==> src/hdl/gcn_config.svh <==
`ifndef GCN_CONFIG_SVH
`define GCN_CONFIG_SVH

// graph size
`define GCN_NODES 6
`define GCN_EDGES 6

// feature memory has GCN_FEATS columns, read GCN_LANES at a time
`define GCN_FEATS 96
`define GCN_LANES 2
`define GCN_CLASSES 3

// raw feature / weight width
`define GCN_BW 5
// neighbour sum, holds GCN_NODES * (2**GCN_BW - 1)
`define GCN_AGG_W 8
// class score accumulator, sized so a full run never wraps
`define GCN_SCORE_W 21
// read address, covers GCN_FEATS / GCN_LANES reads
`define GCN_ADDR_W 6

`endif
==> src/hdl/gcn_pkg.sv <==
`include "gcn_config.svh"

package gcn_pkg;

    //////////////////////////////////////////////////
    // graph input
    //////////////////////////////////////////////////

    // node ids start at 1, id 0 marks an unused edge slot
    typedef logic [2:0] node_id_t;

    typedef struct packed {
        node_id_t src;
        node_id_t dst;
    } edge_t;

    // edge list in coordinate form
    typedef edge_t [`GCN_EDGES-1:0] coo_t;

    // row i holds the neighbours of node i+1
    typedef logic [`GCN_NODES-1:0][`GCN_NODES-1:0] adj_mat_t;

    //////////////////////////////////////////////////
    // memory words
    //////////////////////////////////////////////////

    typedef logic [`GCN_BW-1:0] feat_t;

    // one feature read, indexed [lane][node]
    typedef feat_t [`GCN_LANES-1:0][`GCN_NODES-1:0] feat_word_t;
    // one weight read, indexed [lane][class]
    typedef feat_t [`GCN_LANES-1:0][`GCN_CLASSES-1:0] wt_word_t;

    //////////////////////////////////////////////////
    // datapath results
    //////////////////////////////////////////////////

    typedef logic [`GCN_AGG_W-1:0] agg_t;
    // aggregated features, indexed [lane][node]
    typedef agg_t [`GCN_LANES-1:0][`GCN_NODES-1:0] agg_word_t;

    typedef logic [`GCN_SCORE_W-1:0] score_t;
    // class scores, indexed [node][class]
    typedef score_t [`GCN_NODES-1:0][`GCN_CLASSES-1:0] score_mat_t;

    typedef logic [1:0] class_t;
    typedef class_t [`GCN_NODES-1:0] result_t;

endpackage

==> src/hdl/gcn_transform_acc.sv <==
`include "gcn_config.svh"

module gcn_transform_acc (
    input  logic                clk,
    input  logic                rst_n,
    input  logic                run_start,
    input  logic                agg_valid,
    input  gcn_pkg::agg_word_t  agg,
    input  gcn_pkg::wt_word_t   agg_wt,
    output gcn_pkg::score_mat_t scores
);

    gcn_pkg::score_mat_t score_nx;

    //////////////////////////////////////////////////
    // multiply and accumulate
    //////////////////////////////////////////////////

    // Z[i][c] += sum over lanes of H[lane][i] * W[lane][c]
    always_comb begin
        for (int i = 0; i < `GCN_NODES; i++) begin
            for (int c = 0; c < `GCN_CLASSES; c++) begin
                score_nx[i][c] = scores[i][c];
                for (int l = 0; l < `GCN_LANES; l++) begin
                    // widen both operands so the product is full width
                    score_nx[i][c] = score_nx[i][c]
                                   + gcn_pkg::score_t'(agg[l][i])
                                   * gcn_pkg::score_t'(agg_wt[l][c]);
                end
            end
        end
    end

    // scores clear at every run start, previous run has no effect
    always_ff @(posedge clk or negedge rst_n) begin
        if (!rst_n) begin
            scores <= '0;
        end else if (run_start) begin
            scores <= '0;
        end else if (agg_valid) begin
            scores <= score_nx;
        end
    end

endmodule

==> config.mk <==
export PLATFORM = sky130hd
export DESIGN_NAME = gcn_transform_acc
export DESIGN_NICKNAME = d
export VERILOG_FILES = /design/src/hdl/gcn_pkg.sv /design/src/hdl/gcn_transform_acc.sv
export VERILOG_INCLUDE_DIRS = /design/src /design/src/hdl
export SDC_FILE = /design/constraint.sdc
export NUM_CORES = 2
export LEC_CHECK = 0
export BUFFER_PORTS_ARGS = -buffer_cell sky130_fd_sc_hd__buf_2
export CAP_MARGIN = 0
export CORE_MARGIN = 4
export CORE_UTILIZATION = 45
export DETAILED_ROUTE_END_ITERATION = 12
export PLACE_DENSITY = 0.7
export SLEW_MARGIN = 20
export SYNTH_ARGS = -nofsm -noshare
export SYNTH_HDL_FRONTEND = slang
export SYNTH_SLANG_ARGS = --single-unit
==> constraint.sdc <==
create_clock -name clk -period 4.2 [get_ports clk]
set_input_delay 0.42 -clock clk [delete_from_list [all_inputs] [get_ports clk]]
set_output_delay 0.42 -clock clk [all_outputs]
set_load 0.01 [all_outputs]
* After elaboration in Yosys (flattened, before gate mapping) *
Cells that the tools add are included.

word-level totals
  flip-flop bits (word level) = 378
  bits in latches = 0
  RAM bits = 0
  bits in read-only memories = 0
  input bits = 130
  memories = 0

cells by class
  $add $sub $neg = 36
  multiply operators = 36
  divide/modulo/power cells = 0
  order comparisons = 0
  equal/unequal tests = 0
  shift-type cells = 0
  mux-type cells = 2
  bitwise operators = 0
  reductions and logical operators = 1

operators with widths
  operator           number
  $add 21x13->21     36
  $mux 378           2
  $mul 8x5->13       36
  $reduce_bool 2->1  1

* Depth between registers and ports, before layout *
  depth after elaboration = 5
  mapped depth = 21
  depth with buffers taken out = 18

* Worst setup path before layout *
OpenSTA, ideal clock, no wires.

  path kind = input to register
  from = input port agg_wt[16] (netlist name)
  to = register scores[146] (netlist name)
  arrival = 5218 ps
  data required time = 4068 ps
  path slack = -1150 ps
  stages = 19
  cells stage by stage = clkbuf_1 -> clkbuf_1 -> nand2_1 -> fa_1 -> inv_1 -> fa_1 -> fa_1 -> fa_1 -> inv_1 -> fa_1 -> inv_1 -> ha_1 -> and3_1 -> a2111oi_2 -> or3_1 -> a21boi_1 -> o2111ai_1 -> xor2_1 -> nor2_1

between the ends
  longest elaborated chain between the ends = 4

RTL lines
  item                  RTL line                 text
  start, declared       gcn_transform_acc.sv:9   input gcn_pkg::wt_word_t agg_wt,
  $mul 8x5->13          gcn_transform_acc.sv:28  * gcn_pkg::score_t'(agg_wt[l][c]);
  $add 21x13->21        gcn_transform_acc.sv:27  + gcn_pkg::score_t'(agg[l][i])
  $mux 378              gcn_transform_acc.sv:40  end else if (agg_valid) begin
  $mux 378              gcn_transform_acc.sv:38  end else if (run_start) begin
  end signal, assigned  gcn_transform_acc.sv:41  scores <= score_nx;
  end, declared         gcn_transform_acc.sv:10  output gcn_pkg::score_mat_t scores

No other way between the ends. The select of a mux whose other input is x is not followed.
A chain may end at the register's enable or synchronous reset.

* Worst setup path in the final report *
  from = input port agg_wt[19] (netlist name)
  to = register scores[207] (netlist name)

Same word-level chain as after synthesis.

==> out/metrics.cfg <==
[global_routing]
grt_overflow = 0
grt_max_degree = 130
grt_pass1_wl_um = 374000
grt_pass1_vias = 64767
grt_usage_pct = 29.9
antenna_found_initial = 39

[cells_and_area]
largest_reg_flops = 378
area_growth_pct = 32.4
final_layout_size_suffix_gt1_share_pct = 28.5
fin_area_mm2 = 0.0929
final_common_cell = inv_1
biggestRegsByFlops = scores: 378 flops
layout_common_cells = inv_1, fa_1, buf_4
largest-register = scores
final_nets = 11223

[cts]
insertion_delay_ps = 680
cts_tree = done
h-tree-depth = 2
numCtsBuffers = 56
clk_pin_slew_ps = 50
cts.root.buffer_cell = clkbuf_16
clockBufferDepth = 3
clock_sinks = 378

[timing]
timing.slew.headroom_pct = 26.6
max_freq_ghz = 0.215
finalCritPeriodShare_pct = 111
tightest_slew_ps = 1100
finalClockSkew_ps = 30.8
min_period_ps = 4660
final_max_slew_viol_count = 0
hold_ws_ps = 133
rsz0062_at_grt = true
timing.final.ws_setup_ps = -458
setup_tns_ps = -62080
setup_violations = 243
hold_viol_final = 0

[floorplanning]
core-area_mm2 = 0.155
die_width_um = 403
die_h_um = 403
row_count = 144
design.die.area_mm2 = 0.162
ioPinCount = 508
initial_core_util_pct = 45.4

[setup_path]
crit_type = in -> reg
required_ps = 4780
cp.buffers_inverters = 7
path_cells = buf_16, buf_16, buf_12, and2_4, fa_1, inv_2, fa_1, inv_1, fa_1, fa_1, fa_1, ha_4, buf_4, buf_6, a211oi_4, o21bai_2, a21oi_2, o211a_1, or3_4, a21oi_2
crit_arrival_ps = 5240
slowest_stage = fa_1
cp_top_family = adder cells
worstSetupEndpointType = flip-flop
cp_common_cell = fa_1
startpoint_type = input pin
crit_path_max_incr_delay_ps = 550
path_max_fanout = 5

[route]
routed_wl_um = 256000
drt_iter0_drc = 4440
first_pass_iters = 6
avgViaCountPerCell = 5.38
post_drt_wl_per_cell_um = 22.6
final_antenna_net_count = 0
route.detailed.drc = 0
vias = 60786

[logic_synthesis]
yosys_warnings = 0
synthCells = 7802
synth_enable_flop_cells = 0
ys_types = 81
synthFlopType = dfrtp_1
synth_seq_cells = 378
async_reset_ff_share_pct = 100
synth_nets = 9840
yosysSeqAreaShare_pct = 13.5
avgSynthCellArea_um2 = 8.99
syn_area_mm2 = 0.0702

[power]
p_leak_nw = 48.0
vdd_drop_max_v = 0.000835
power_density_mw_per_mm2 = 895

[placed_design]
placed_area_mm2 = 0.0847
port_buffers = 507
hpwl_um = 183000
gp_congestion = 0.924

[run_status]
outcome = complete, but fails checks
violations = negative setup slack

[min_path]
hold_path_class = in -> reg

[flow_run]
maxCapViolations = 0

-- routing by layer --
metal	routed length (um)	global-route usage [%]	up-vias	share of wire, %
li1	-	-	26771	-
met1	96200	37.1	30855	38
met2	117000	48.7	2458	46
met3	27100	7.90	694	11
met4	15100	13.8	8	5.9
met5	57	0	-	0.022
-- where the power goes --
part	internal [mW]	total (mW)	switching, mW	leakage [nW]
clock network	2.95	5.02	2.07	0.894
registers	4.53	5.58	1.05	5.11
logic	36.8	72.5	35.7	42.0
-- what timing repair did --
action	in CTS	in global routing
buffers inserted	77	123
hold buffers	1	0
resized for setup	292	480
cloned	23	26
hold endpoints to repair	66	0
endpoints found under the setup margin	241	258
pin swaps	187	333
-- path summary, 6_finish.rpt --
| check | start | endpoint | slack, ps | cells past startpoint |
|---|---|---|---|---|
| max in group asynchronous | rst_n | scores[34]$_DFFE_PN0P_ | 2750 | 3 |
| worst min-delay path | run_start | scores[204]$_DFFE_PN0P_ | 130 | 2 |
| worst min register to register | scores[118]$_DFFE_PN0P_ | scores[118]$_DFFE_PN0P_ | 510 | 2 |
| worst max register to register | scores[45]$_DFFE_PN0P_ | scores[62]$_DFFE_PN0P_ | 120 | 13 |
| min in group asynchronous | rst_n | scores[205]$_DFFE_PN0P_ | 380 | 2 |
| worst max-delay path | agg_wt[19] | scores[207]$_DFFE_PN0P_ | -460 | 20 |
-- synthesized netlist by cell type, types with 9 or more instances --
cell      number  area, um^2
a211oi_1      89         668
a21o_1        87         653
a21oi_1      237        1190
a31oi_1       39         244
and2_1       868        5430
and3_1        22         138
and4_1        10        87.6
buf_1         11        41.3
buf_2         16        80.1
clkbuf_1     329        1230
dfrtp_1      378        9460
fa_1        1224       24500
ha_1         684        8560
inv_1       1633        6130
mux2i_1       96         961
nand2_1      782        2940
nand2b_1      17         106
nand3_1       52         260
nand4_1       51         319
nand4b_1       9        78.8
nor2_1       387        1450
nor3_1        49         245
o211ai_1      31         233
o21a_1        15         113
o21ai_0      221        1110
o21bai_1      48         360
or2_2         12        75.1
or3_1         41         257
xnor2_1      109         955
xor2_1        98         858
-- kinds of logic after synthesis --
group           Yosys count  share of synthesized area (%)
fa+ha+maj              1908                           47.1
flops                   378                           13.5
mux                      99                           1.42
compound gates          881                           8.06
buf+inv                1993                           10.7
simple gates           2336                           16.6
xor+xnor                207                           2.58
-- through the flow --
| step | instances | worst slack (ps) | utilization (%) | power, mW |
|---|---|---|---|---|
| 2_1_floorplan | 7802 | -756 | - | 48.2 |
| 3_3_place_gp | 10926 | -1170 | 54.8 | 67.3 |
| 3_5_place_dp | 10926 | -1240 | 54.8 | 69.0 |
| 4_1_cts | 11125 | -369 | 57.7 | 77.2 |
| 5_1_grt | 11292 | -597 | 60.1 | 90.8 |
| 6_report | 11296 | -458 | 60.1 | 83.1 |
-- final cells by class --
type,instances,area [um^2]
Clock buffer,76,1600
Inverter,1633,6130
Multi-Input combinational cell,5431,57800
Timing Repair Buffer,1685,15000
Tap cell,2044,2560
Fill cell,12730,61700
Sequential cell,378,9460
Clock inverter,22,274
Antenna cell,27,67.6
(Power assumes the default switching activity.)
