--- src/hdl/gcn_config.svh ---
`ifndef GCN_CONFIG_SVH
`define GCN_CONFIG_SVH

// graph size
`define GCN_NODES 6
`define GCN_EDGES 6

// feature memory has GCN_FEATS columns, read GCN_LANES at a time
`define GCN_FEATS 96
`define GCN_LANES 2
`define GCN_CLASSES 3

// raw feature / weight width
`define GCN_BW 5
// neighbour sum, holds GCN_NODES * (2**GCN_BW - 1)
`define GCN_AGG_W 8
// class score accumulator, sized so a full run never wraps
`define GCN_SCORE_W 21
// read address, covers GCN_FEATS / GCN_LANES reads
`define GCN_ADDR_W 6

`endif
--- src/hdl/gcn_ctrl.sv ---
`include "gcn_config.svh"

module gcn_ctrl (
    input  logic                   clk,
    input  logic                   rst_n,
    input  logic                   start,
    input  logic                   adj_done,
    input  logic                   scan_done,
    output logic                   run_start,
    output logic                   rd_en,
    output logic                   scan_start,
    output logic                   done,
    output logic [`GCN_ADDR_W-1:0] rd_addr
);

    // one pass per start level: build, stream, drain, scan, then hold
    typedef enum logic [2:0] {
        S_IDLE,
        S_BUILD,
        S_STREAM,
        S_DRAIN,
        S_SCAN,
        S_HOLD
    } state_t;

    state_t state;
    state_t state_nx;
    // two drain cycles, one bit is enough
    logic   drain_cnt;
    logic   last_addr;

    // final read of the stream
    assign last_addr = (rd_addr == `GCN_ADDR_W'(`GCN_FEATS / `GCN_LANES - 1));

    //////////////////////////////////////////////////
    // next state
    //////////////////////////////////////////////////
    always_comb begin
        state_nx = state;
        case (state)
            S_IDLE:   if (start) state_nx = S_BUILD;
            S_BUILD:  if (adj_done) state_nx = S_STREAM;
            S_STREAM: if (last_addr) state_nx = S_DRAIN;
            // lets the last two reads leave the aggregate pipe
            S_DRAIN:  if (drain_cnt) state_nx = S_SCAN;
            S_SCAN:   if (scan_done) state_nx = S_HOLD;
            // wait for start to drop before rearming
            S_HOLD:   if (!start) state_nx = S_IDLE;
            default:  state_nx = S_IDLE;
        endcase
    end

    //////////////////////////////////////////////////
    // state, address and drain counters
    //////////////////////////////////////////////////
    always_ff @(posedge clk or negedge rst_n) begin
        if (!rst_n) begin
            state     <= S_IDLE;
            rd_addr   <= '0;
            drain_cnt <= 1'b0;
        end else begin
            state <= state_nx;
            // address steps once per streamed read, back to 0 after the last
            if (state == S_STREAM) begin
                rd_addr <= last_addr ? '0 : rd_addr + 1'b1;
            end
            if (state == S_DRAIN) begin
                drain_cnt <= ~drain_cnt;
            end else begin
                drain_cnt <= 1'b0;
            end
        end
    end

    // coo is captured on the same edge that leaves idle
    assign run_start  = (state == S_IDLE) && start;
    assign rd_en      = (state == S_STREAM);
    // final score update and scan init land on the same edge
    assign scan_start = (state == S_DRAIN) && drain_cnt;
    assign done       = (state == S_HOLD);

endmodule

--- config.mk ---
export PLATFORM = sky130hd
export DESIGN_NAME = gcn_ctrl
export DESIGN_NICKNAME = d
export VERILOG_FILES = /design/src/hdl/gcn_ctrl.sv
export VERILOG_INCLUDE_DIRS = /design/src /design/src/hdl
export SDC_FILE = /design/constraint.sdc
export NUM_CORES = 1
export LEC_CHECK = 0
export BUFFER_PORTS_ARGS = -buffer_cell sky130_fd_sc_hd__buf_4
export CAP_MARGIN = 20
export CORE_AREA = 2 2 39 41
export CTS_BUF_LIST = sky130_fd_sc_hd__clkbuf_4 sky130_fd_sc_hd__clkbuf_8 sky130_fd_sc_hd__clkbuf_16
export CTS_CLUSTER_DIAMETER = 60
export DETAILED_ROUTE_END_ITERATION = 16
export DIE_AREA = 0 0 41 43
export PLACE_DENSITY = 0.68
export SLEW_MARGIN = 40
export SYNTH_ARGS = -nofsm -noshare
export SYNTH_HDL_FRONTEND = slang
export SYNTH_SLANG_ARGS = --single-unit
--- constraint.sdc ---
create_clock -name clk -period 1.8 [get_ports clk]
set_input_delay 0.18 -clock clk [delete_from_list [all_inputs] [get_ports clk]]
set_output_delay 0.18 -clock clk [all_outputs]
set_load 0.01 [all_outputs]
# After elaboration in Yosys (flattened, before gate mapping)
# Cells that the tools add are included.
[totals]
register_bits = 10
input_bits = 5
[classes]
n_addsub = 1
eq_ne = 12
bitwise_logic = 1
mux = 9
n_reduce_logical = 4
[ops]
columns = ["cell", "count"]
rows = [
  ["$mux W3", 6],
  ["$pmux W3 S6", 1],
  ["$ne A2 B2 Y1 const B", 5],
  ["$add A6 B1 Y6 const B", 1],
  ["$eq A3 B2 Y1 const B", 2],
  ["$eq A3 B3 Y1 const B", 2],
  ["$eq A6 B6 Y1 const B", 1],
  ["$mux W6", 1],
  ["$reduce_and A6 Y1", 1],
  ["$eq A3 B1 Y1 const B", 1],
  ["$logic_not A3 Y1", 1],
  ["$logic_and A1 B1 Y1", 2],
  ["$ne A2 B1 Y1 const B", 1],
  ["$mux W1", 1],
  ["$not A1 Y1", 1],
]

# Longest topological paths before layout
[logic_depth]
word_depth = 3
mapped_depth = 6
depth_no_buf = 4

# Worst setup path before layout
# Ideal clock, no wire load.
[synth_timing]
kind = "flip-flop to flip-flop"
from = "register state[0]"
to = "register rd_addr[5]"
period_less_slack_ns = 1.614
setup_ns = 0.071
arrival_ns = 1.543
stages_incl_launch_ff = 6
required_ns = 1.729
path_buffers = 2
setup_slack_ns = 0.186
path_cell_list = "dfrtp_1 > buf_6 > or3b_1 > buf_6 > or4_1 > nand4_1"
[synth_between]
elab_chain_len = 1
[synth_lines]
columns = ["element", "line", "text"]
rows = [
  ["start, declared", "gcn_ctrl.sv:26", "state_t state;"],
  ["start signal, assigned", "gcn_ctrl.sv:62", "state <= state_nx;"],
  ["$eq A3 B2 Y1", "gcn_ctrl.sv:64", "if (state == S_STREAM) begin"],
  ["end signal, assigned", "gcn_ctrl.sv:65", "rd_addr <= last_addr ? '0 : rd_addr + 1'b1;"],
  ["end, declared", "gcn_ctrl.sv:13", "output logic [`GCN_ADDR_W-1:0] rd_addr"],
]
# Every way passes these cells.
# A chain may end at the register's enable or synchronous reset.

# Worst setup path in the final report
[layout_timing]
from = "register state[2]"
to = "output port rd_en"
[layout_between]
elab_chain_len = 1
[layout_lines]
columns = ["element", "line", "text"]
rows = [
  ["$eq A3 B2 Y1", "gcn_ctrl.sv:77", "assign rd_en = (state == S_STREAM);"],
  ["end, declared", "gcn_ctrl.sv:10", "output logic rd_en,"],
]
# Every way passes these cells.

==> flow_summary.ini <==
[final_layout]
nFillCells = 132
final_net_count = 86
drive_gt1_share_pct = 30.4
post_route_core_utilization_pct = 53.8
flow.area_growth_from_synthesis_pct = 28.2
antennaDiodeCount = 0

[sta]
hold_viol = 0
period_minus_slack_ns = 1.60
finalSetupTns_ns = 0
clock-skew-final_ns = 0.0104
worst_pin_slew_ns = 0.290
grt_setup_unrepaired = false
finalWorstSetupSlack_ns = 0.202
max_freq_mhz = 626
worst_slew_margin_rel_pct = 80.6
setup_viol_count_final = 0
slew_violations = 0
fin_crit_sh_pct = 88.8

[power_and_ir_drop]
ir_drop_mv = 0.743
overall_power_mw = 1.30
power.leakage_nw = 0.356
power.density_cell_area_nw_per_um2 = 1750

[worst_hold_path]
hp-class = in -> async

[yosys]
synth.yosys.seq_area_share_pct = 43.1
yosys_warnings = 0
ys_async_sr_fraction_pct = 100
synth_fp_nets = 67
synthesis.area_per_instance_um2 = 9.52
synth_enable_flop_cells = 0
synthFlopType = sky130_fd_sc_hd__dfrtp_1
netlist-cell-type-count = 31
synth.ff_latch_count = 10
yosys-top-cells-count = sky130_fd_sc_hd__dfrtp_1 (10), sky130_fd_sc_hd__nand2_1 (8), sky130_fd_sc_hd__o21ai_0 (6)
synth_top_area_share_pct = 43.1
synth_top_cells_by_area = sky130_fd_sc_hd__dfrtp_1 (43%), sky130_fd_sc_hd__o21ai_0 (5.2%), sky130_fd_sc_hd__nand2_1 (5.2%)
syn_area_um2 = 581
post_synth_inst_count = 61
dominant_cell_by_count_in_the_synthesized_netlist = sky130_fd_sc_hd__dfrtp_1
synth.largest_area_cell = sky130_fd_sc_hd__dfrtp_1

[route]
met2_wirelength_um = 593
total_number_of_vias = 515
wl_met3_um = 50
drt_pass1_iterations = 4
post_drt_wl_per_cell_um = 12.5
detail-route-antenna-nets = 0
first_iter_violations = 11
topRoutingLayerUsed = met4
detail_route.vias_per_cell = 5.42
drcViolationCount = 0
wl_met1_um = 535
routed_wirelength_mm = 1.19

[floorplanning]
fp-row-count = 14
fp.dieW_um = 41
ioPinCount = 15
design.die.area_um2 = 1760
placeableCoreArea_um2 = 1380
starting_density_of_the_core_pct = 42.0
die_y_um = 43

[place]
dp_worst_setup_slack_ns = 0.217
place.port_buffers = 14
detail_placement_hpwl_um = 888
place.gp.congestion = 0.743

[global_route]
global_route_wire_length_before_repair_mm = 2.06
grt_max_degree = 13
grt.overflow.total = 0
vias_in_the_first_global_route = 466
grtUsageTotal_pct = 17.7
grt_antenna_before_repair = 0

[clocking]
cts-resized-gates = 0
cts.clk_slew.worst_paths_ns = 0.07
ctsHtreeMaxLevel = 1
cts-buffers-inserted = 3
root_buffer = sky130_fd_sc_hd__clkbuf_4
cts.sinks = 10
tritoncts = built
insertion_delay_ns = 0.27
clk_path_buf_depth = 2

[setup_path]
crit_path_start_kind = flop
worst_setup_path_end_kind = primary output
worstPathRequired_ns = 1.62
critical_path_class = reg -> out
max_fanout_on_critical_path = 9
worst-endpoint-arrival_ns = 1.42

[job]
max_cap_viol_count = 0

[run_status]
run_status = complete, no violations
-- layout by cell type (no fill, tap or decap), drive strengths merged --
cell and n:
or3 1, or3b 1, nor2 3, o32ai 1, nand2b 1, a21oi 1
o211ai 1, nor2b 3, buf 17, o221ai 1, inv 1, o21ai 6
nor3b 2, ha 1, and3b 2, xnor2 1, nand2 8, and3 1
clkbuf 4, a21bo 1, a21o 1, dfrtp 10, nand3 1, nor4b 1
and4b 1, nor3 1, mux2 1, dlygate4sd3 1, nand4 2, or4 1
nor4bb 1, nand3b 1
-- final timing paths --
check / from / end / cells past startpoint / slack [ns]
setup / recovery: state[2] / rd_en / 3 / 0.20
setup reg to reg: state[2] / rd_addr[5] / 3 / 0.21
min in group clk: start / state[2] / 4 / 0.27
hold reg to reg: drain_cnt / drain_cnt / 1 / 0.50
max in group asynchronous: rst_n / rd_addr[0] / 2 / 1.38
hold / removal: rst_n / rd_addr[4] / 2 / 0.27
-- through the flow --
| stage | cells | hold WS (ns) | cell area [µm²] |
|---|---|---|---|
| after floorplan | 61 | -0.116 | 581 |
| after global placement | 90 | 0.0136 | 698 |
| after detailed placement | 90 | 0.0148 | 698 |
| after CTS | 95 | 0.269 | 744 |
| after global routing | 95 | 0.264 | 744 |
| final | 95 | 0.268 | 744 |
-- flip-flops by register name (all words and copies together) (netlist names) --
name / cells
drain_cnt: 1
rd_addr: 6
state: 3
-- logic make-up after synthesis --
logic type | Yosys count | synth area share, %
DFF | 10 | 43.1
buffers and inverters | 5 | 5.82
AOI/OAI and AO/OA | 12 | 13.4
and+or+nand+nor | 31 | 32.1
xor gates and xnor gates | 1 | 1.51
muxes | 1 | 1.94
adders and majority gates | 1 | 2.15
-- worst max-delay path, stage by stage (launching register included) --
cell	delay, ns
sky130_fd_sc_hd__dfrtp_1	0.37
sky130_fd_sc_hd__or3b_1	0.51
sky130_fd_sc_hd__inv_2	0.14
sky130_fd_sc_hd__buf_4	0.13
-- area by class of cell --
class                      count  area, µm²  share of cell area (%)
clock buffer                   4       36.3                    4.87
inverter                       1       3.75                   0.504
multi-input combinational     46        297                    39.8
sequential                    10        250                    33.6
tap                           16       20.0                    2.69
timing repair buffer          18        138                    18.5
-- metal layers --
| metal | GRT usage (%) | vias to the layer above |
|---|---|---|
| li1 | - | 257 |
| met4 | 6.00 | 0 |
| met5 | 0 | - |
| met2 | 23.4 | 13 |
| met1 | 25.2 | 243 |
| met3 | 7.85 | 2 |
-- report_power, final --
| group | switching (mW) | internal, mW | total, mW |
|---|---|---|---|
| Clock | 0.0770 | 0.123 | 0.200 |
| Sequential | 0.113 | 0.327 | 0.439 |
| Combinational | 0.332 | 0.330 | 0.662 |
-- timing repair --
item                                   4_1_cts  5_1_grt
hold buffers                                 1        0
endpoints found under the hold margin       10        0
buffers inserted                             0        0
Note: power is estimated with default switching activity, not from simulation.
