==> src/hdl/gcn_config.svh <==
`ifndef GCN_CONFIG_SVH
`define GCN_CONFIG_SVH

// graph size
`define GCN_NODES 6
`define GCN_EDGES 6

// feature memory has GCN_FEATS columns, read GCN_LANES at a time
`define GCN_FEATS 96
`define GCN_LANES 2
`define GCN_CLASSES 3

// raw feature / weight width
`define GCN_BW 5
// neighbour sum, holds GCN_NODES * (2**GCN_BW - 1)
`define GCN_AGG_W 8
// class score accumulator, sized so a full run never wraps
`define GCN_SCORE_W 21
// read address, covers GCN_FEATS / GCN_LANES reads
`define GCN_ADDR_W 6

`endif
==> src/hdl/gcn_pkg.sv <==
`include "gcn_config.svh"

package gcn_pkg;

    //////////////////////////////////////////////////
    // graph input
    //////////////////////////////////////////////////

    // node ids start at 1, id 0 marks an unused edge slot
    typedef logic [2:0] node_id_t;

    typedef struct packed {
        node_id_t src;
        node_id_t dst;
    } edge_t;

    // edge list in coordinate form
    typedef edge_t [`GCN_EDGES-1:0] coo_t;

    // row i holds the neighbours of node i+1
    typedef logic [`GCN_NODES-1:0][`GCN_NODES-1:0] adj_mat_t;

    //////////////////////////////////////////////////
    // memory words
    //////////////////////////////////////////////////

    typedef logic [`GCN_BW-1:0] feat_t;

    // one feature read, indexed [lane][node]
    typedef feat_t [`GCN_LANES-1:0][`GCN_NODES-1:0] feat_word_t;
    // one weight read, indexed [lane][class]
    typedef feat_t [`GCN_LANES-1:0][`GCN_CLASSES-1:0] wt_word_t;

    //////////////////////////////////////////////////
    // datapath results
    //////////////////////////////////////////////////

    typedef logic [`GCN_AGG_W-1:0] agg_t;
    // aggregated features, indexed [lane][node]
    typedef agg_t [`GCN_LANES-1:0][`GCN_NODES-1:0] agg_word_t;

    typedef logic [`GCN_SCORE_W-1:0] score_t;
    // class scores, indexed [node][class]
    typedef score_t [`GCN_NODES-1:0][`GCN_CLASSES-1:0] score_mat_t;

    typedef logic [1:0] class_t;
    typedef class_t [`GCN_NODES-1:0] result_t;

endpackage

==> src/hdl/gcn_aggregate.sv <==
`include "gcn_config.svh"

module gcn_aggregate (
    input  logic                clk,
    input  logic                rst_n,
    input  logic                rd_en,
    input  gcn_pkg::feat_word_t feat_data,
    input  gcn_pkg::wt_word_t   wt_data,
    input  gcn_pkg::adj_mat_t   adj,
    output gcn_pkg::agg_word_t  agg,
    output gcn_pkg::wt_word_t   agg_wt,
    output logic                agg_valid
);

    // stage one holds the raw read
    gcn_pkg::feat_word_t feat_q;
    gcn_pkg::wt_word_t   wt_q;
    logic                vld_q;
    // neighbour sums for the word in stage one
    gcn_pkg::agg_word_t  sum_nx;

    //////////////////////////////////////////////////
    // stage one, sample the memories
    //////////////////////////////////////////////////
    always_ff @(posedge clk) begin
        if (rd_en) begin
            feat_q <= feat_data;
            wt_q   <= wt_data;
        end
    end

    // A[i][j] masks feature of node j into the sum of node i
    always_comb begin
        for (int l = 0; l < `GCN_LANES; l++) begin
            for (int i = 0; i < `GCN_NODES; i++) begin
                sum_nx[l][i] = '0;
                for (int j = 0; j < `GCN_NODES; j++) begin
                    if (adj[i][j]) begin
                        sum_nx[l][i] = sum_nx[l][i] + gcn_pkg::agg_t'(feat_q[l][j]);
                    end
                end
            end
        end
    end

    //////////////////////////////////////////////////
    // stage two, sums plus weights delayed to match
    //////////////////////////////////////////////////
    always_ff @(posedge clk) begin
        if (vld_q) begin
            agg    <= sum_nx;
            agg_wt <= wt_q;
        end
    end

    // valid follows the data through both stages
    always_ff @(posedge clk or negedge rst_n) begin
        if (!rst_n) begin
            vld_q     <= 1'b0;
            agg_valid <= 1'b0;
        end else begin
            vld_q     <= rd_en;
            agg_valid <= vld_q;
        end
    end

endmodule

==> config.mk <==
export PLATFORM = sky130hd
export DESIGN_NAME = gcn_aggregate
export DESIGN_NICKNAME = d
export VERILOG_FILES = /design/src/hdl/gcn_pkg.sv /design/src/hdl/gcn_aggregate.sv
export VERILOG_INCLUDE_DIRS = /design/src /design/src/hdl
export SDC_FILE = /design/constraint.sdc
export NUM_CORES = 1
export LEC_CHECK = 0
export BUFFER_PORTS_ARGS = -buffer_cell sky130_fd_sc_hd__buf_2
export CORE_ASPECT_RATIO = 0.5
export CORE_MARGIN = 5
export CORE_UTILIZATION = 65
export CTS_BUF_LIST = sky130_fd_sc_hd__clkbuf_2
export CTS_CLUSTER_DIAMETER = 120
export DETAILED_ROUTE_END_ITERATION = 8
export HOLD_SLACK_MARGIN = 0.03
export MAX_ROUTING_LAYER = met4
export PLACE_DENSITY = 0.88
export SLEW_MARGIN = 20
export SYNTH_ARGS = -nofsm -noshare
export SYNTH_HDL_FRONTEND = slang
export SYNTH_SLANG_ARGS = --single-unit
export TNS_END_PERCENT = 50
==> constraint.sdc <==
create_clock -name clk -period 18.05 [get_ports clk]
set_input_delay 2.7075 -clock clk [delete_from_list [all_inputs] [get_ports clk]]
set_output_delay 2.7075 -clock clk [all_outputs]
set_load 0.02 [all_outputs]
# After elaboration in Yosys (flattened, before gate mapping)
# Index checks and enable logic that the tools add are counted.
dict set report op_classes {
  addsub 60
  multipliers 0
  div 0
  n_lt_le_gt_ge 0
  n_eq_ne 0
  shift 0
  mux 72
  bitwise 0
  n_reduce_logical 0
}
# operator count
set ops {}
lappend ops {{$add 8x5->8} 60}
lappend ops {{$mux 8} 60}
lappend ops {{$mux 5} 12}
dict set report word_totals {
  ff_bits 218
  latch_bits 0
  mem_bits_rw 0
  mem_bits_ro 0
  wordCells 170
  n_memories 0
}

# Logic depth before layout (Yosys ltp)
dict set report logic_depth {
  depth_word 11
  depth_mapped 33
}

# Worst setup path before layout
# No wires, ideal clock.
dict set report synth_path {
  kind {in2reg}
  from {in adj[30] (netlist name)}
  to {reg agg[47] (netlist name) (data pin)}
  t_arrival_ns 8.098
  t_required_ns 17.791
  slack_ns 9.693
  stages 29
  path_buffers 2
  path_cell_list {clkbuf_1 clkbuf_1 nand2_1 xnor2_1 ha_1 a31oi_1 xnor2_1 nand2_1 xnor2_1 ha_1 a21o_1 a21oi_1 xnor2_1 mux2_2 ha_1 nor3_1 nor3_1 a21o_1 ha_1 a21boi_1 o21ai_0 o21a_1 ha_1 o21a_1 o21a_1 or3b_1 a21oi_1 or4b_1 o31a_1}
}
# element line
set synth_lines {}
lappend synth_lines {{start, declared} gcn_aggregate.sv:9} ;# input gcn_pkg::adj_mat_t adj,
lappend synth_lines {{end signal, assigned} gcn_aggregate.sv:51} ;# agg <= sum_nx;
lappend synth_lines {{end, declared} gcn_aggregate.sv:10} ;# output gcn_pkg::agg_word_t agg,

==> results.py <==
metrics = {
    "final_layout": {
        "nets": 3270,
        "drive_gt1_share_pct": 18.8,
        "layoutNonFillerInstCount": 3347,
        "fin_area_mm2": 0.0265,
        "final_cell_mix": "ha_1 (288), buf_2 (254), edfxtp_1 (216), xnor2_1 (187), a21oi_1 (179)",
        "syn2layout_area_growth_pct": 9.01,
        "n_fill_cell": 2742,
        "seq_area_mm2": 0.00654,
        "multi_input_area_mm2": 0.0170,
        "layout_commonest_cell": "ha_1",
    },
    "pwr": {
        "irDropWorstVdd_mv": 0.0617,
        "finalPower_mw": 3.17,
        "leakagePower_nw": 11.6,
        "power_density_mw_per_mm2": 119,
    },
    "drt": {
        "num_vias": 21600,
        "drtPass1Iterations": 5,
        "wirelength_um": 71000,
        "viasPerCell": 6.46,
        "first_iter_violations": 2714,
        "wl_per_cell_um": 21.2,
        "antenna_left": 0,
        "drc": 0,
    },
    "clock_tree": {
        "cts.sinks": 218,
        "ctsHoldBuffers": 0,
        "cts_setup_buffers": 0,
        "cts_tree": "built",
        "htreeDepth": 2,
        "worstSkewPairLatency_ns": 1.02,
        "cts_buffers": 51,
        "clockBufferDepth": 3,
        "cts_resized": 0,
        "cts_root_buf": "clkbuf_2",
        "clkTransAtPathRegs_ns": 0.11,
    },
    "synth": {
        "yosysSeqAreaShare_pct": 26.8,
        "async_flop_share_pct": 0.917,
        "synthDistinctLibCells": 84,
        "yosys_most_used_dff": "edfxtp_1",
        "avgSynthCellArea_um2": 9.45,
        "synth_area_mm2": 0.0244,
        "synth_edf_count": 216,
        "syn-num-nets": 3041,
        "synth_top_cell_by_area": "edfxtp_1",
        "synthTopCellsByArea": "edfxtp_1 (27%), ha_1 (15%), mux2_2 (7.4%)",
        "synthCells": 2576,
        "ys_warn_count": 0,
        "yosys_register_bits": 218,
        "synth_top_area_share_pct": 26.6,
    },
    "critical_path": {
        "crit_path_start_kind": "input pin",
        "crit_slowest_cell": "o21ai_0",
        "end_kind": "flip-flop",
        "rr_worst_depth": 27,
        "critPathKind": "in -> reg",
        "required_ns": 18.68,
        "timing.rr.end": "agg[62]",
        "path_common_cell": "ha_1",
        "reg2reg_slack_ns": 11.20,
        "cpPeakStageDelay_ns": 0.44,
        "r2r_start": "feat_q[36]",
        "arrival_ns": 8.63,
        "crit_fanout": 20,
    },
    "timing": {
        "setup_tns_ns": 0,
        "setup_viol": 0,
        "worstMarginPinSlew_ns": 1.12,
        "finalHoldViolCount": 0,
        "slew_viol_final": 0,
        "min_period_ns": 8.01,
        "rsz0062_at_grt": "no",
        "relSlewSlack_pct": 25.5,
        "fin_crit_sh_pct": 44.4,
        "max_freq_mhz": 125,
        "fin_skew_ns": 0.151,
    },
    "floorplanning": {
        "die_area_mm2": 0.0417,
        "initial_core_util_pct": 65.5,
        "boundaryPins": 256,
        "num_rows": 50,
        "die_x_um": 284,
        "fp.dieH_um": 147,
        "coreArea_mm2": 0.0372,
    },
    "global_routing": {
        "antenna_found_initial": 5,
        "grt_max_degree": 67,
        "grt_use_total_pct": 33.4,
        "grt_pass1_vias": 20500,
        "grt_overflow": 0,
        "grt_pass1_wl_um": 108000,
    },
    "job": {
        "max-cap-violations": 0,
    },
    "min_path": {
        "hp-start": "wt_q[24]",
        "hold_depth": 0,
        "holdPathEnd": "agg_wt[24]",
        "hp-class": "reg -> reg",
    },
    "run_status": {
        "status": "finished clean",
    },
    "place": {
        "place_area_mm2": 0.0260,
        "portBuffers": 255,
        "dpl.hpwl_um": 52000,
        "place_inst": 3245,
        "place_congestion": 0.985,
    },
}
==> how the worst max path moves through the flow <==
| stage | startpoint | endpoint | slack, ns | depth (start not counted) |
|---|---|---|---|---|
| after global routing | adj[6] | agg[62] | 9.88 | 30 |
| after CTS | adj[6] | agg[62] | 10.36 | 29 |
| after global placement | adj[30] | agg[47] | 9.58 | 23 |
| after detailed placement | adj[6] | agg[62] | 9.34 | 29 |
| final | adj[6] | agg[62] | 10.04 | 29 |
| after floorplan | adj[30] | agg[47] | 9.69 | 29 |
==> worst max-delay path, delay by kind of cell <==
family | cells | cell delay [ns]
xor gates and xnor gates | 2 | 0.23
and+or+nand+nor | 7 | 0.96
adders and majority gates | 6 | 1.82
buffers and inverters | 2 | 0.35
AOI/OAI and AO/OA | 9 | 1.85
muxes | 3 | 0.71
==> metal layers <==
layer  global-route usage [%]  up-vias  wire, um
li1                         -    10100         -
met4                     18.2        0      4520
met2                     49.6     1227     29900
met3                     7.58      312      9180
met5                        -        -         0
met1                     42.7    10000     27400
==> synth_stat cells (26+ instances only) <==
master / count
a21o_1: 99
a211oi_1: 33
mux2_2: 161
nor2b_1: 66
edfxtp_1: 216
clkbuf_1: 64
nand2b_1: 26
ha_1: 288
o21ai_0: 169
inv_1: 119
mux2i_1: 52
nand3_1: 39
xor2_1: 52
nor2_1: 140
a31oi_1: 27
nand2_1: 159
xnor2_1: 187
and2_1: 42
o21a_1: 66
fa_1: 48
a21oi_1: 179
o21ai_1: 34
==> metrics by stage <==
stage,util [%],setup slack (ns),hold WS (ns)
final,71.4,10.04,0.400
after global routing,71.4,9.88,0.418
after detailed placement,69.9,9.34,0.405
after CTS,71.3,10.36,0.416
after floorplan,-,9.69,0.400
after global placement,69.9,9.58,0.401
==> sequential cells by signal, indices dropped and copies added (netlist names) <==
name / count
feat_q: 60
vld_q: 1
agg: 96
wt_q: 30
agg_wt: 30
agg_valid: 1
==> power breakdown <==
part	total, mW	switching, mW	leakage [nW]	internal (mW)
sequential	0.779	0.0745	2.18	0.705
combinational	2.02	1.12	9.05	0.904
clock	0.366	0.223	0.381	0.143
==> cell families (layout without fill, tap and decap cells) <==
kind of cell	after synthesis	count (layout)	share of synthesized area, %
AOI/OAI and AO/OA	779	779	20.6
and+or+nand+nor	564	564	11.6
adders and majority gates	343	343	19.0
xor gates and xnor gates	242	242	8.87
DFF	218	218	26.8
muxes	215	215	9.71
buffers and inverters	215	485	3.42
other	0	7	0
==> layout make-up <==
cell class,count,share of cell area (%)
clock inverter,19,0.523
multi-input combinational,2143,64.0
inverter,120,1.70
antenna,7,0.0660
timing repair buffer,271,5.35
clock buffer,75,1.41
tap,494,2.33
sequential,218,24.6
Power figures use the tool's default switching activity.
