File: config.mk
export PLATFORM = sky130hd
export DESIGN_NAME = gcn_argmax
export DESIGN_NICKNAME = d
export VERILOG_FILES = /design/src/hdl/gcn_pkg.sv /design/src/hdl/gcn_argmax.sv
export VERILOG_INCLUDE_DIRS = /design/src /design/src/hdl
export SDC_FILE = /design/constraint.sdc
export NUM_CORES = 1
export LEC_CHECK = 0
export ABC_CLOCK_PERIOD_IN_PS = 10100
export BUFFER_PORTS_ARGS = -buffer_cell sky130_fd_sc_hd__clkbuf_2
export CAP_MARGIN = 15
export CORE_AREA = 2 2 154 156
export CTS_CLUSTER_SIZE = 16
export DETAILED_ROUTE_END_ITERATION = 7
export DIE_AREA = 0 0 156 158
export HOLD_SLACK_MARGIN = 0.1
export PLACE_DENSITY = 0.87
export SYNTH_ARGS = -nofsm -noshare
export SYNTH_HDL_FRONTEND = slang
export SYNTH_SLANG_ARGS = --single-unit
File: constraint.sdc
create_clock -name clk -period 10.1 [get_ports clk]
set_clock_uncertainty 0.15 [all_clocks]
set_input_delay 2.02 -clock clk [delete_from_list [all_inputs] [get_ports clk]]
set_output_delay 2.02 -clock clk [all_outputs]
set_load 0.01 [all_outputs]
File: src/hdl/gcn_config.svh
`ifndef GCN_CONFIG_SVH
`define GCN_CONFIG_SVH

// graph size
`define GCN_NODES 6
`define GCN_EDGES 6

// feature memory has GCN_FEATS columns, read GCN_LANES at a time
`define GCN_FEATS 96
`define GCN_LANES 2
`define GCN_CLASSES 3

// raw feature / weight width
`define GCN_BW 5
// neighbour sum, holds GCN_NODES * (2**GCN_BW - 1)
`define GCN_AGG_W 8
// class score accumulator, sized so a full run never wraps
`define GCN_SCORE_W 21
// read address, covers GCN_FEATS / GCN_LANES reads
`define GCN_ADDR_W 6

`endif
File: src/hdl/gcn_pkg.sv
`include "gcn_config.svh"

package gcn_pkg;

    //////////////////////////////////////////////////
    // graph input
    //////////////////////////////////////////////////

    // node ids start at 1, id 0 marks an unused edge slot
    typedef logic [2:0] node_id_t;

    typedef struct packed {
        node_id_t src;
        node_id_t dst;
    } edge_t;

    // edge list in coordinate form
    typedef edge_t [`GCN_EDGES-1:0] coo_t;

    // row i holds the neighbours of node i+1
    typedef logic [`GCN_NODES-1:0][`GCN_NODES-1:0] adj_mat_t;

    //////////////////////////////////////////////////
    // memory words
    //////////////////////////////////////////////////

    typedef logic [`GCN_BW-1:0] feat_t;

    // one feature read, indexed [lane][node]
    typedef feat_t [`GCN_LANES-1:0][`GCN_NODES-1:0] feat_word_t;
    // one weight read, indexed [lane][class]
    typedef feat_t [`GCN_LANES-1:0][`GCN_CLASSES-1:0] wt_word_t;

    //////////////////////////////////////////////////
    // datapath results
    //////////////////////////////////////////////////

    typedef logic [`GCN_AGG_W-1:0] agg_t;
    // aggregated features, indexed [lane][node]
    typedef agg_t [`GCN_LANES-1:0][`GCN_NODES-1:0] agg_word_t;

    typedef logic [`GCN_SCORE_W-1:0] score_t;
    // class scores, indexed [node][class]
    typedef score_t [`GCN_NODES-1:0][`GCN_CLASSES-1:0] score_mat_t;

    typedef logic [1:0] class_t;
    typedef class_t [`GCN_NODES-1:0] result_t;

endpackage

File: src/hdl/gcn_argmax.sv
`include "gcn_config.svh"

module gcn_argmax (
    input  logic                clk,
    input  logic                rst_n,
    input  logic                scan_start,
    input  gcn_pkg::score_mat_t scores,
    output gcn_pkg::result_t    y,
    output logic                scan_done
);

    logic                                busy;
    gcn_pkg::class_t                     cls;
    logic                                last_cls;
    // running best score and its class per node
    gcn_pkg::score_t [`GCN_NODES-1:0]    best;
    gcn_pkg::score_t [`GCN_NODES-1:0]    best_nx;
    gcn_pkg::result_t                    idx;
    gcn_pkg::result_t                    idx_nx;

    assign last_cls = (cls == gcn_pkg::class_t'(`GCN_CLASSES - 1));

    // strictly greater only, so a tie keeps the lower class
    always_comb begin
        for (int n = 0; n < `GCN_NODES; n++) begin
            if (scores[n][cls] > best[n]) begin
                best_nx[n] = scores[n][cls];
                idx_nx[n]  = cls;
            end else begin
                best_nx[n] = best[n];
                idx_nx[n]  = idx[n];
            end
        end
    end

    //////////////////////////////////////////////////
    // class walk, one class per cycle
    //////////////////////////////////////////////////
    always_ff @(posedge clk or negedge rst_n) begin
        if (!rst_n) begin
            busy      <= 1'b0;
            cls       <= '0;
            best      <= '0;
            idx       <= '0;
            y         <= '0;
            scan_done <= 1'b0;
        end else begin
            scan_done <= 1'b0;
            if (scan_start) begin
                // best starts at 0, an all-zero row ends on class 0
                busy <= 1'b1;
                cls  <= '0;
                best <= '0;
                idx  <= '0;
            end else if (busy) begin
                best <= best_nx;
                idx  <= idx_nx;
                cls  <= cls + 1'b1;
                if (last_cls) begin
                    busy      <= 1'b0;
                    y         <= idx_nx;
                    scan_done <= 1'b1;
                end
            end
        end
    end

endmodule

After elaboration in Yosys (flattened, before gate mapping) --
Cells that the tools add are included. Widths: inputs -> output; s select.
Storage, ports and cells: bits in registers 154, latch bits 0, bits in writable memories 0, bits in read-only memories 0, bits of input ports 381, word-level logic and storage cells 81, memories kept 0
Operators by class: add/subtract/negate cells 1, multipliers 0, div/mod/pow operators 0, $lt $le $gt $ge 7, equality and inequality tests 1, shift operators 0, muxes and demuxes 36, bitwise operators 1, reductions and logical operators 14
Operator list (count):
- $bmux 21 s2 | 6
- $mux 126 | 2
- $mux 21 | 12
- $gt 21x21->1 | 6
- $mux 12 | 2
- $mux 2 | 8
- $reduce_bool 2->1 | 7
- $reduce_and 2->1 | 6
- $mux 1 | 6
- $lt 2x3->1 const B | 1
- $reduce_and 3->1 | 1
- $add 2x1->2 const B | 1
- $eq 2x2->1 const B | 1
- $not 1->1 | 1

Logic depth before layout (Yosys ltp) --
word-level depth 6, mapped depth 15

Least setup slack after synthesis --
No wires, ideal clock.
path type input-to-reg, start input port scores[376] (netlist name), end register best[105] (netlist name), library setup time 0.125 ns, data arrival time 4.096 ns, required time 9.825 ns, path slack 5.730 ns, cell stages on the path 9, path through mux2i_1 -> o21ai_0 -> ha_1 -> nand4_1 -> or4_4 -> o21ba_2 -> o211a_1 -> buf_2 -> mux2_2
Between the ends: word-level cells in the longest chain between the ends 5
Ends and longest elaborated chain:
- start: declaration | line gcn_argmax.sv:7 | input gcn_pkg::score_mat_t scores,
- $bmux 21 s2 | line gcn_argmax.sv:26 | if (scores[n][cls] > best[n]) begin
- $mux 21 (not written as such) | line gcn_argmax.sv:26
- $gt 21x21->1 | line gcn_argmax.sv:26
- $reduce_bool 2->1 (no line)
- $reduce_and 2->1 (no line)
- end signal: assignment | line gcn_argmax.sv:56 | best <= best_nx;
- end: declaration | line gcn_argmax.sv:16 | gcn_pkg::score_t [`GCN_NODES-1:0] best;
No other way between the ends. The select of a mux whose other input is x is not followed. A chain may end at the register's enable or synchronous reset.

Worst setup path in the final report --
start register cls[1], end register best[63] (netlist name)
Between the ends: word-level cells in the longest chain between the ends 5, elaborated cells between the ends (all ways) 8
Ends and longest elaborated chain:
- start: declaration | line gcn_argmax.sv:13 | gcn_pkg::class_t cls;
- start signal: assignment | line gcn_argmax.sv:58 | cls <= cls + 1'b1;
- $bmux 21 s2 (*) | line gcn_argmax.sv:26, gcn_argmax.sv:27
- $mux 21 (not written as such) (*) | line gcn_argmax.sv:26, gcn_argmax.sv:27
- $gt 21x21->1 / $mux 21 (equally long branches) | line gcn_argmax.sv:26
- $reduce_bool 2->1 (no line) / $mux 126 (equally long branches)
- $reduce_and 2->1 (no line) / $mux 126 (equally long branches)
Every way passes the cells marked *; elsewhere a longest branch is shown, timed or not. The select of a mux whose other input is x is not followed.

==> flow_summary_export.csv <==
group,metric,value,unit
outcome,outcome,"complete, no violations",
sta,max_freq,0.169,GHz
die,start_util,56.4,%
detailed_routing,dr_total_vias,12300,
worst_setup_path,crit_path_end_kind,"register",
min_path,hold_path_depth,2,
global_route,grt_remaining_overflow,0,
global_route,grt_pass1_vias,12500,
worst_setup_path,cp-start-kind,"register",
cells_and_area,final_util,68.0,%
die,row_count,56,
die,die_x,156,um
logic_synthesis,synth_flop_cell,"dfrtp_1",
cells_and_area,final_cells,2183,
logic_synthesis,seq_area_frac_synth,29.7,%
global_route,grt_pass1_wl,57400,um
detailed_routing,drc,0,
logic_synthesis,yosys-top-cells-area,"dfrtp_1 30%, mux2i_1 16%, ha_1 12%",
clock_network,postCtsResizedCells,0,
detailed_routing,ant_nets,0,
global_route,grt_max_degree,111,
flow_run,drv_cap,0,
detailed_routing,dr.pass1.iters,5,
detailed_routing,avgRoutedWirePerCell,16.0,um
logic_synthesis,postSynthCellCount,1549,
detailed_routing,routed_wirelength,35000,um
die,die_h,158,um
detailed_routing,vias_per_cell,5.66,
worst_setup_path,r2r-end,"best[63]",
clock_network,cts_tree,"built",
placement,dp.cells,2151,
logic_synthesis,yosysWarnings,0,
die,dieArea,0.0246,sq mm
clock_network,hold_buffers,0,
clock_network,cts_buffers,17,
cells_and_area,n_fill_cell,1857,
cells_and_area,antenna_cells,0,
placement,placement.io_buffers,393,
sta,drv_slew,0,
logic_synthesis,yosys.area.top_type,"dfrtp_1",
logic_synthesis,syn_nets,2057,
die,coreArea,0.0231,sq mm
placement,dpl-instance-area,0.0150,sq mm
clock_network,clkSlewWorstSetupHoldPaths,0.07,ns
pwr,powerDensity,332,mW/mm^2
sta,finalSetupTns,0,ns
sta,rsz0062_at_grt,"no",
worst_setup_path,arrival,6.07,ns
clock_network,insertion_delay,0.42,ns
logic_synthesis,synth_commonest_cells,"214 x mux2i_1, 160 x nand2_1, 154 x dfrtp_1",
logic_synthesis,synth-seq-cells,154,
pwr,p_leak,7.51,nW
min_path,min_path_type,"register to register",
placement,place.gp.congestion,0.867,
clock_network,cts-htree-levels,4,
cells_and_area,area_growth,20.7,%
sta,worstMarginPinSlew,1.11,ns
logic_synthesis,yosysUniqueCellTypes,56,
placement,hpwl,25600,um
logic_synthesis,async_reset_ff_share,100,%
clock_network,cts_root_buf,"clkbuf_16",
clock_network,clk_path_buf_depth,2,
cells_and_area,fin_area,0.0157,sq mm
logic_synthesis,synth_edf_count,0,
cells_and_area,fin_nets,2388,
worst_setup_path,cp_max_fo,66,
sta,relSlewSlack,26.3,%
logic_synthesis,yosys.cell_count.top_type,"mux2i_1",
worst_setup_path,worstSetupPathType,"register to register",
logic_synthesis,synthDominantCellAreaShare,29.7,%
worst_setup_path,cp.required,10.24,ns
cells_and_area,drive_above_1_share,24.2,%
min_path,hold-path-endpoint,"best[58]",
sta,fin_crit_sh,58.7,%
clock_network,clkSinkCount,154,
pwr,ir_worst_vdd,158,uV
sta,finalHoldViolations,0,
worst_setup_path,r2r_setup_slack,4.18,ns
sta,period_minus_slack,5.92,ns
worst_setup_path,rr_startpoint,"cls[1]",
logic_synthesis,synth_area,0.0130,sq mm
global_route,antenna_found_initial,0,
worst_setup_path,worstRegToRegCells,11,
die,io_pins,394,
detailed_routing,drt-initial-drc-count,747,
min_path,min_from,"best[58]",
global_route,track_usage,28.5,%
clock_network,postCtsSetupRepairBufs,0,
logic_synthesis,syn_area_per_cell,8.39,sq um
sta,setup-violations-final,0,
[worst max-delay path, stage by stage (launching register included)]
cell	delay (ns)
dfrtp_4	0.86
buf_4	0.62
buf_4	0.93
mux2i_1	0.27
o21ai_0	0.15
ha_1	0.36
nand4_1	0.14
nor3_1	0.43
o21ai_0	0.28
a211oi_4	0.78
buf_4	0.38
mux2_2	0.37
[through the flow]
stage	setup WS, ns	hold slack (ns)	power, W
after floorplan	5.73	0.336	0.00371
after global placement	4.59	0.354	0.00431
after detailed placement	4.31	0.363	0.00447
after CTS	4.18	0.376	0.00521
after global routing	3.86	0.405	0.00570
final	4.18	0.375	0.00521
[worst max path at each step]
stage                           start  slack [ns]         to  cells after the start
after floorplan           scores[376]        5.73  best[105]                      9
after global placement         cls[1]        4.59   best[63]                     11
after detailed placement       cls[1]        4.31   best[63]                     11
after CTS                      cls[1]        4.18   best[63]                     11
after global routing           cls[0]        3.86   best[63]                     12
final                          cls[1]        4.18   best[63]                     11
[cells in the final DEF, fill, tap and decap left out, types with 3 or more instances in the layout]
cell       synthesis  final
nand4_1           19     19
clkbuf_2           0    391
a221o_1            4      4
a31oi_1            5      5
and2_1             5      5
nand2_1          160    160
bufinv_16          0      5
clkbuf_16          0     17
clkbuf_1          56      3
nand2b_1         138    138
nor3_1            66     66
inv_1            128    128
or3_1              5      5
ha_1             127    127
nor2_1            61     59
o211ai_1           3      3
o21ai_0          146    146
nand3_1           33     33
and4_1             8      8
dfrtp_1          154    152
a21oi_1           84     84
buf_4              1     13
o21a_1             3      3
a221oi_1           6      6
mux2_2             3      3
mux2i_1          214    214
and3_1             3      3
a211oi_1          22     21
or2_2              5      5
nor2b_1           10     10
a21o_1             4      4
o2111ai_1          3      3
a41oi_1           10     10
a311oi_1           3      3
[metal layers]
metal | share of wire [%] | vias to the layer above | GRT usage, % | wire [um]
li1 | - | 6076 | - | -
met1 | 41 | 5780 | 33.7 | 14300
met2 | 52 | 436 | 52.4 | 18100
met3 | 5.4 | 56 | 4.68 | 1880
met4 | 2.1 | 0 | 9.70 | 726
met5 | 0 | - | 0 | 0
[power by group]
| part | internal, W | total [W] | leakage, nW | switching, W |
|---|---|---|---|---|
| clock | 0.000447 | 0.000715 | 0.312 | 0.000269 |
| sequential | 0.000898 | 0.00112 | 2.02 | 0.000220 |
| combinational | 0.00144 | 0.00338 | 5.17 | 0.00194 |
[flip-flops by register name, summed over array words and instances (netlist names)]
name       count
y             12
cls            2
busy           1
scan_done      1
idx           12
best         126
[logic make-up (layout without fill, tap and decap cells)]
group	Yosys count	count (layout)	synth area share (%)
AOI/OAI and AO/OA	306	306	13.9
xor gates and xnor gates	1	1	0.0674
buffers and inverters	222	566	6.99
muxes	217	217	16.7
and+or+nand+nor	522	522	20.4
adders and majority gates	127	127	12.2
DFF	154	154	29.7
[cell type report]
type | instances | area (sq um) | area share, %
Timing Repair Buffer | 405 | 2070 | 13.2
Inverter | 129 | 484 | 3.09
Clock inverter | 11 | 194 | 1.24
Clock buffer | 21 | 450 | 2.87
Tap cell | 290 | 363 | 2.31
Multi-Input combinational cell | 1173 | 8260 | 52.7
Sequential cell | 154 | 3860 | 24.6
Power figures use the tool's default switching activity.
